`src/logic/gamePkg.sv`:
```
//**************************************************************************
// game package
// sequencer states, host opcodes and round limits.
//**************************************************************************

package gamePkg;

    // the sixth miss loses the round.
    localparam int maxMistakes = 6;

    //**********************************************************************
    // sequencer states
    //**********************************************************************
    typedef enum logic [2:0] {
        SETUP = 3'd0, // waiting for a word and arm.
        SCAN  = 3'd1, // one position per cycle.
        JUDGE = 3'd2,
        READY = 3'd3, // waiting for a guess.
        OVER  = 3'd4  // round won or lost.
    } gameStateT;

    //**********************************************************************
    // host opcodes
    //**********************************************************************
    typedef enum logic [1:0] {
        LOADLETTER = 2'd0, // shift one letter in from the right.
        ARM        = 2'd1,
        ABORT      = 2'd2
    } hostOpT;

endpackage

```
`src/logic/wordPkg.sv`:
```
//**************************************************************************
// word package
// letter, word and position mask types for the five-letter guessing game.
//**************************************************************************

package wordPkg;

    localparam int letterWidth = 8;
    localparam int wordLength  = 5; // fixed by the game rules.

    // opaque letter code.
    typedef logic [letterWidth-1:0] letterT;

    localparam letterT noLetter = '0; // code zero, no letter.

    // one bit per position, msb is the first letter.
    typedef logic [wordLength-1:0] maskT;

    // revealed letters and mistakes.
    typedef logic [2:0] countT;

endpackage

```
`src/logic/gameSequencer.sv`:
```
//**************************************************************************
// game sequencer
// scans the secret word for each guess, keeps the revealed mask and the
// counts, and decides whether the round is won or lost.
//**************************************************************************

module gameSequencer (
    input  logic                                      clk,
    input  logic                                      nRst,
    input  wordPkg::letterT [wordPkg::wordLength-1:0] secretWord,
    input  logic                                      armPulse,
    input  logic                                      abortPulse,
    input  logic                                      guessStrobe,
    input  wordPkg::letterT                           guessLetter,
    output logic                                      judgeDone,
    output logic                                      ready,
    output logic                                      roundActive,
    output wordPkg::maskT                             revealed,
    output wordPkg::countT                            mistakes,
    output logic                                      won,
    output logic                                      lost
);
    import wordPkg::*;
    import gamePkg::*;

    typedef logic [$clog2(wordLength)-1:0] idxT;

    localparam idxT firstIdx = idxT'(wordLength - 1); // first letter slot.

    gameStateT state;
    gameStateT nextState;
    idxT       scanIdx;       // position under test.
    logic      newHit;        // this guess opened a position.
    countT     revealedCount;
    countT     mistakesNext;
    logic      posMatch;
    logic      wordDone;
    logic      outOfTries;

    // only unrevealed positions count as new.
    assign posMatch = (secretWord[scanIdx] == guessLetter) && !revealed[scanIdx];

    assign mistakesNext = newHit ? mistakes : mistakes + countT'(1);
    assign wordDone     = (revealedCount == countT'(wordLength));
    assign outOfTries   = (mistakesNext == countT'(maxMistakes));

    assign judgeDone   = (state == JUDGE);
    assign ready       = (state == READY);
    assign roundActive = (state == SCAN) || (state == JUDGE) || (state == READY);

    //**********************************************************************
    // next state
    //**********************************************************************
    always_comb begin
        nextState = state;
        case (state)
            SETUP, OVER: begin
                if (armPulse) begin
                    nextState = READY;
                end
            end
            READY: begin
                if (guessStrobe) begin
                    nextState = SCAN;
                end
            end
            SCAN: begin
                if (scanIdx == '0) begin
                    nextState = JUDGE; // last position done.
                end
            end
            JUDGE: begin
                if (wordDone || outOfTries) begin
                    nextState = OVER;
                end else begin
                    nextState = READY;
                end
            end
            default: begin
                nextState = SETUP;
            end
        endcase
        // abort wins from any state.
        if (abortPulse) begin
            nextState = SETUP;
        end
    end

    //**********************************************************************
    // state, mask and counts
    //**********************************************************************
    always_ff @(posedge clk, negedge nRst) begin
        if (!nRst) begin
            state         <= SETUP;
            scanIdx       <= '0;
            newHit        <= 1'b0;
            revealedCount <= '0;
            revealed      <= '0;
            mistakes      <= '0;
            won           <= 1'b0;
            lost          <= 1'b0;
        end else begin
            state <= nextState;
            case (state)
                SETUP, OVER: begin
                    if (nextState == READY) begin // fresh round.
                        revealedCount <= '0;
                        revealed      <= '0;
                        mistakes      <= '0;
                        won           <= 1'b0;
                        lost          <= 1'b0;
                    end
                end
                READY: begin
                    if (guessStrobe) begin
                        scanIdx <= firstIdx;
                        newHit  <= 1'b0;
                    end
                end
                SCAN: begin
                    if (posMatch) begin
                        revealed[scanIdx] <= 1'b1;
                        revealedCount     <= revealedCount + countT'(1);
                        newHit            <= 1'b1;
                    end
                    scanIdx <= scanIdx - idxT'(1);
                end
                JUDGE: begin
                    // a repeated letter opens nothing, so it is a miss.
                    mistakes <= mistakesNext;
                    won      <= wordDone;
                    lost     <= !wordDone && outOfTries;
                end
                default: begin
                    newHit <= 1'b0;
                end
            endcase
        end
    end

endmodule

```
`src/logic/guessIntake.sv`:
```
//**************************************************************************
// guess intake
// player side of the game. captures one guess, hands it to the sequencer
// and acknowledges it once judged.
//**************************************************************************

module guessIntake (
    input  logic            clk,
    input  logic            nRst,
    input  wordPkg::letterT guess,
    input  logic            guessReq,
    output logic            guessAck,
    input  logic            ready,
    input  logic            roundActive,
    output logic            guessStrobe,
    output wordPkg::letterT guessLetter,
    input  logic            judgeDone
);
    import wordPkg::*;

    logic pending;     // guess handed over, not yet judged.
    logic newReq;
    logic skipGuess;   // acked without judging.
    logic sendGuess;
    logic finishGuess;

    assign newReq    = guessReq && !guessAck && !pending;
    assign skipGuess = newReq && ((guess == noLetter) || !roundActive);
    assign sendGuess = newReq && !skipGuess && ready;

    // an abort mid-scan also releases the guess.
    assign finishGuess = pending && (judgeDone || !roundActive);

    always_ff @(posedge clk, negedge nRst) begin
        if (!nRst) begin
            pending     <= 1'b0;
            guessAck    <= 1'b0;
            guessStrobe <= 1'b0;
        end else begin
            guessStrobe <= sendGuess; // one cycle wide.
            if (sendGuess) begin
                pending <= 1'b1;
            end else if (finishGuess) begin
                pending <= 1'b0;
            end
            if (skipGuess || finishGuess) begin
                guessAck <= 1'b1;
            end else if (!guessReq) begin
                guessAck <= 1'b0;
            end
        end
    end

    // held stable while the sequencer scans.
    always_ff @(posedge clk) begin
        if (sendGuess) begin
            guessLetter <= guess;
        end
    end

endmodule

```
`src/logic/wordGameTop.sv`:
```
//**************************************************************************
// word game top
// connects the host word register, the player guess intake and the
// game sequencer.
//**************************************************************************

module wordGameTop (
    input  logic            clk,
    input  logic            nRst,
    input  gamePkg::hostOpT hostOp,
    input  wordPkg::letterT hostData,
    input  logic            hostReq,
    output logic            hostAck,
    input  wordPkg::letterT guess,
    input  logic            guessReq,
    output logic            guessAck,
    output wordPkg::maskT   revealed,
    output wordPkg::countT  mistakes,
    output logic            won,
    output logic            lost
);

    wordPkg::letterT [wordPkg::wordLength-1:0] secretWord;
    wordPkg::letterT                           guessLetter;
    logic                                      armPulse;
    logic                                      abortPulse;
    logic                                      guessStrobe;
    logic                                      judgeDone;
    logic                                      ready;
    logic                                      roundActive;

    // loads only outside a live round.
    wordRegister i_wordRegister (
        .clk          (clk),
        .nRst         (nRst),
        .hostOp       (hostOp),
        .hostData     (hostData),
        .hostReq      (hostReq),
        .hostAck      (hostAck),
        .canConfigure (~roundActive),
        .secretWord   (secretWord),
        .armPulse     (armPulse),
        .abortPulse   (abortPulse)
    );

    guessIntake i_guessIntake (
        .clk         (clk),
        .nRst        (nRst),
        .guess       (guess),
        .guessReq    (guessReq),
        .guessAck    (guessAck),
        .ready       (ready),
        .roundActive (roundActive),
        .guessStrobe (guessStrobe),
        .guessLetter (guessLetter),
        .judgeDone   (judgeDone)
    );

    gameSequencer i_gameSequencer (
        .clk         (clk),
        .nRst        (nRst),
        .secretWord  (secretWord),
        .armPulse    (armPulse),
        .abortPulse  (abortPulse),
        .guessStrobe (guessStrobe),
        .guessLetter (guessLetter),
        .judgeDone   (judgeDone),
        .ready       (ready),
        .roundActive (roundActive),
        .revealed    (revealed),
        .mistakes    (mistakes),
        .won         (won),
        .lost        (lost)
    );

endmodule

```
`src/logic/wordRegister.sv`:
```
//**************************************************************************
// word register
// host side of the game. runs the four-phase host handshake, shifts the
// secret word in one letter at a time and issues arm and abort pulses.
//**************************************************************************

module wordRegister (
    input  logic                                      clk,
    input  logic                                      nRst,
    input  gamePkg::hostOpT                           hostOp,
    input  wordPkg::letterT                           hostData,
    input  logic                                      hostReq,
    output logic                                      hostAck,
    input  logic                                      canConfigure,
    output wordPkg::letterT [wordPkg::wordLength-1:0] secretWord,
    output logic                                      armPulse,
    output logic                                      abortPulse
);
    import wordPkg::*;
    import gamePkg::*;

    logic takeCmd;    // fresh command this cycle.
    logic loadLetter;
    logic armCmd;
    logic abortCmd;

    // req up while ack is still low.
    assign takeCmd = hostReq && !hostAck;

    // opcode decode.
    assign loadLetter = takeCmd && (hostOp == LOADLETTER) && canConfigure;
    assign armCmd     = takeCmd && (hostOp == ARM);
    assign abortCmd   = takeCmd && (hostOp == ABORT);

    //**********************************************************************
    // handshake and command pulses
    //**********************************************************************
    always_ff @(posedge clk, negedge nRst) begin
        if (!nRst) begin
            hostAck    <= 1'b0;
            armPulse   <= 1'b0;
            abortPulse <= 1'b0;
        end else begin
            armPulse   <= armCmd;   // same cycle as the ack.
            abortPulse <= abortCmd;
            if (takeCmd) begin
                hostAck <= 1'b1;
            end else if (!hostReq) begin
                hostAck <= 1'b0;    // req gone, close the handshake.
            end
        end
    end

    //**********************************************************************
    // secret word shift register
    //**********************************************************************
    // first letter loaded ends up in the top slot after five loads.
    always_ff @(posedge clk) begin
        if (loadLetter) begin
            secretWord <= {secretWord[wordLength-2:0], hostData};
        end
    end

endmodule

```
`config.mk`:
```
export PLATFORM = sky130hd
export DESIGN_NAME = wordGameTop
export DESIGN_NICKNAME = d
export VERILOG_FILES = /design/src/logic/gamePkg.sv /design/src/logic/wordPkg.sv /design/src/logic/gameSequencer.sv /design/src/logic/guessIntake.sv /design/src/logic/wordGameTop.sv /design/src/logic/wordRegister.sv
export SDC_FILE = /design/constraint.sdc
export NUM_CORES = 1
export LEC_CHECK = 0
export ABC_AREA = 1
export BUFFER_PORTS_ARGS = -buffer_cell sky130_fd_sc_hd__buf_2
export CORE_ASPECT_RATIO = 1.1
export CORE_MARGIN = 1
export CORE_UTILIZATION = 60
export CTS_BUF_LIST = sky130_fd_sc_hd__clkbuf_2 sky130_fd_sc_hd__clkbuf_4 sky130_fd_sc_hd__clkbuf_8
export CTS_CLUSTER_DIAMETER = 80
export DETAILED_ROUTE_END_ITERATION = 8
export PLACE_DENSITY = 0.8
export SETUP_SLACK_MARGIN = 0.02
export SYNTH_ARGS = -nofsm -noshare
export SYNTH_HDL_FRONTEND = slang
export SYNTH_SLANG_ARGS = --single-unit
```
`constraint.sdc`:
```
create_clock -name clk -period 5.6 [get_ports clk]
set_input_delay 0.56 -clock clk [delete_from_list [all_inputs] [get_ports clk]]
set_output_delay 0.56 -clock clk [all_outputs]
set_load 0.005 [all_outputs]
```
==> metrics.md <==
| Metric | Value |
|---|---|
| Total of buffers placed on input and output ports | 33 |
| Layout overhead on the synthesized area | 11.1% |
| Nets@finish | 406 |
| Clock transition time at the flip-flop clock pins of the worst setup and hold paths | roughly 80 ps |
| Worst-case clock buffer depth | 2 |
| Biggest area contributors in the synthesized netlist | edfxtp_1 42%, dfrtp_1 19%, nand2_1 9.0% |
| Total Die Area | about 6000 sq um |
| Power density over cell area | between 400 and 500 nW/um^2 |
| Fraction of registers with async set or reset after synthesis | approximately a third |
| Worst setup EP type | flip-flop |
| Status | completed |
| End-of-flow core utilization | a little over two thirds |
| RSZ-0062 raised after global routing | false |
| Global-route wire length before repair | roughly 11000 um |
| Iteration-0 DRC Markers | roughly 230 |
| Count of max-cap constraint violations | 0 |
| Worst IR drop on VDD | approximately 0.26 mV |
| Number of warnings printed during yosys synthesis | 0 |
| Top-area cell type share of the netlist area | 41.8% |
| Most instantiated cells after synthesis | 83 x nand2_1, 48 x edfxtp_1, 37 x inv_1 |
| Mean post-synth cell area | 9.95 sq um |
| Kind of launch point of the worst setup path | flip-flop |
| Starting Density | 63.2% |
| Crit. path cell count | 13 |
| Via density | 5.56 |
| Overall global routing resource usage | roughly a quarter |
| Class of the worst hold path | primary input to async pin |
| Total inserted antenna cells | 0 |
| Synth Cell Area | about 3500 sq um |
| Share of the cycle needed by the critical path after routing | 52.3% |
| Clock network latency to the later pin of the worst-skew pair | 350 ps |
| Hold-fix buffers, CTS | 0 |
| Final cell area excluding filler cells | around 3800 sq um |
| Relative contribution of the clock network to total power | 26.1% |
| Worst max-slew margin expressed relative to the limit | between 30% and 40% |
| Cells after Synth | roughly 350 |
| Path type of the worst setup path | flip-flop to flip-flop |
| Count of final setup violators | 0 |
| Sequential fraction of design power | 44.4% |
| Hpwl dp | approximately 4600 um |
| Leakage Power | between 1.5 and 2 nW |
| Clock tree from TritonCTS | yes |
| Vertical extent of the die | ~82 um |
| Post-placement setup slack | approximately 2700 ps |
| Routability congestion estimate | around 0.81 |
| Largest net degree at the start of global routing | between 40 and 50 |
| Routed WL | roughly 6700 um |
| Slowest cell delay on critical path | 890 ps |
| # DRC | 0 |
| Most repeated library cell on the critical path | nand2_1 |
| Share of post-route cells with drive strength above 1 | roughly 17% |
| Die width | between 70 and 80 um |
| Residual overflow from global routing | 0 |
| Placed inst area | approximately 3600 sq um |
| Setup Total Neg Slack | 0 ps |
| Logic gate share of total power | 29.5% |
| Total number of clock tree sinks | 74 |
| Flip-flop and latch count after synthesis | 74 |
| Cell family with most CP delay | simple AND/OR/NAND/NOR gates |
| Count of cells along the worst register-to-register path | 13 |
| Biggest area consumer among synthesized cells | edfxtp_1 |
| Most common cell in the netlist | nand2_1 |
| Most used flip-flop cell after synthesis | edfxtp_1 |
| Cell-by-cell trace of the critical path | inv_2 -> nand3_4 -> inv_2 -> nand2_1 -> nand2_1 -> o21ai_0 -> nand2_1 -> nand2_1 -> nor2_1 -> nand2_1 -> nand2_1 -> nand2_1 -> nand2_1 |
| Cts repair resizes | 0 |
| Final worst path period need | 2930 ps |
| Min setup slack post-route | around 2700 ps |
| Sequential-to-total area share from yosys stat | around three fifths |
| Number of antenna violations at the first check in global routing | 0 |
| Maximum fanout count along the critical path | 26 |
| Worst Path Buf+Inv | 2 |
| Total vias in the final route | 2551 |
| Post-CTS Setup Repair Bufs | 0 |
| Switching power as a share of total power | around 37% |
| Maximum operating frequency | about 0.34 GHz |
| Worst slew pin tran | 990 ps |
| Layout fillers | between 400 and 500 |
| Core region area | 5470 sq um |
| Max Clock Skew | 9.85 ps |
| Worst reg-to-reg setup slack | 2670 ps |
| Drt pass-1 iters | 4 |
| Final Total Pwr | about 1.7 mW |
| Synthesized Nets | between 300 and 400 |
| Core Rows | 28 |
| Antenna Nets Post-Route | 0 |
| Post-synth EDFFs | 48 |
| Max-slew violation total from the final report | 0 |
| Number of distinct library cells after synthesis | 34 |
| Cell with the largest stage delay on the worst path | dfrtp_1 |
| Wire length per cell | roughly 15 um |
| IO Pins | 34 |
| Number of global-route vias before repair | roughly 2.3k |
| Required time of the critical path | about 5800 ps |
| Library cell used as clock root buffer | clkbuf_8 |
| Number of failing hold endpoints at the final stage | 0 |
| Internal power component | about 1.1 mW |
| Number of H-tree branching levels | 3 |
| Inserted Clock Buffers | 9 |
| Net load switching power | about 640 uW |
| Data arrival time of the critical path | between 3000 and 4000 ps |
## cell families after synthesis
family / count (synthesis) / synth area share (%)
xor+xnor: 5 / 1.27
flops: 74 / 60.6
simple gates: 178 / 23.7
compound gates: 29 / 4.78
buf+inv: 56 / 7.83
fa+ha+maj: 5 / 1.81
## cells in the final DEF (no fill, tap or decap), types with 2 or more instances in the layout
master,n
edfxtp_1,48
nand3_1,27
nor2_4,2
nand2_1,83
inv_1,37
nor3_2,2
nor2_1,28
inv_2,5
nor3_1,9
ha_1,5
buf_2,33
nor4_1,2
a22oi_1,2
bufinv_16,2
xor2_1,2
nand4_1,20
clkbuf_8,9
clkinv_2,2
o21ai_0,10
clkinvlp_4,2
o21a_1,2
dfrtp_1,26
xnor2_1,3
o21ai_1,4
a21oi_1,7
## registers in the layout, summed over array words and instances (netlist names), 3 cells and up
name	cells
i_guessIntake.guessLetter	8
i_gameSequencer.state	3
i_gameSequencer.revealedCount	3
i_gameSequencer.revealed	5
i_gameSequencer.mistakes	3
i_gameSequencer.scanIdx	3
i_wordRegister.secretWord	40
## cell type report
type	count	area, sq um	share of cell area (%)
well taps	75	93.8	2.45
repair buffers	34	173	4.50
inverters	43	164	4.27
flip-flops and latches	74	2090	54.6
clock buffers	9	124	3.23
multi-input cells	217	1090	28.5
clock inverters	7	93.8	2.45
## layer usage
| layer | track usage (%) | wire (um) | vias up |
|---|---|---|---|
| met3 | 4.17 | 308 | 13 |
| met1 | 33.2 | 2970 | 1229 |
| met4 | 11.5 | 136 | 0 |
| met5 | 0 | 0 | - |
| li1 | - | - | 1238 |
| met2 | 39.0 | 3250 | 71 |
## metrics by stage
stage,std cells,hold WS (ps)
3_5_place_dp,443,435
2_1_floorplan,347,264
6_report,459,202
5_1_grt,459,253
3_3_place_gp,443,430
4_1_cts,459,211
## final timing paths
kind | startpoint | to
max reg2reg | i_gameSequencer.scanIdx[0]$_DFFE_PN0P_ | i_gameSequencer.revealed[0]$_DFFE_PN0P_
min reg2reg | i_wordRegister.secretWord[14]$_DFFE_PP_ | i_wordRegister.secretWord[22]$_DFFE_PP_
min in group clk | hostReq | i_wordRegister.hostAck$_DFFE_PN0P_
max | i_gameSequencer.scanIdx[0]$_DFFE_PN0P_ | i_gameSequencer.revealed[0]$_DFFE_PN0P_
min | nRst | i_wordRegister.armPulse$_DFF_PN0_
max in group asynchronous | nRst | i_gameSequencer.revealed[4]$_DFFE_PN0P_
## power groups by stage
stage          Combinational (mW)  Sequential (mW)  Clock, mW
3_5_place_dp                0.499            0.770          0
5_1_grt                     0.579            0.774      0.476
2_1_floorplan               0.470            0.703          0
4_1_cts                     0.505            0.759      0.453
3_3_place_gp                0.481            0.765          0
6_report                    0.506            0.761      0.448
## worst register-to-register path, stage by stage, from the launching register on
cell,delay [ps]
dfrtp_1,890
inv_2,380
nand3_4,210
inv_2,60
nand2_1,60
nand2_1,80
o21ai_0,180
nand2_1,70
nand2_1,100
nor2_1,60
nand2_1,310
nand2_1,230
nand2_1,120
nand2_1,60
Power figures use the tool's default switching activity.
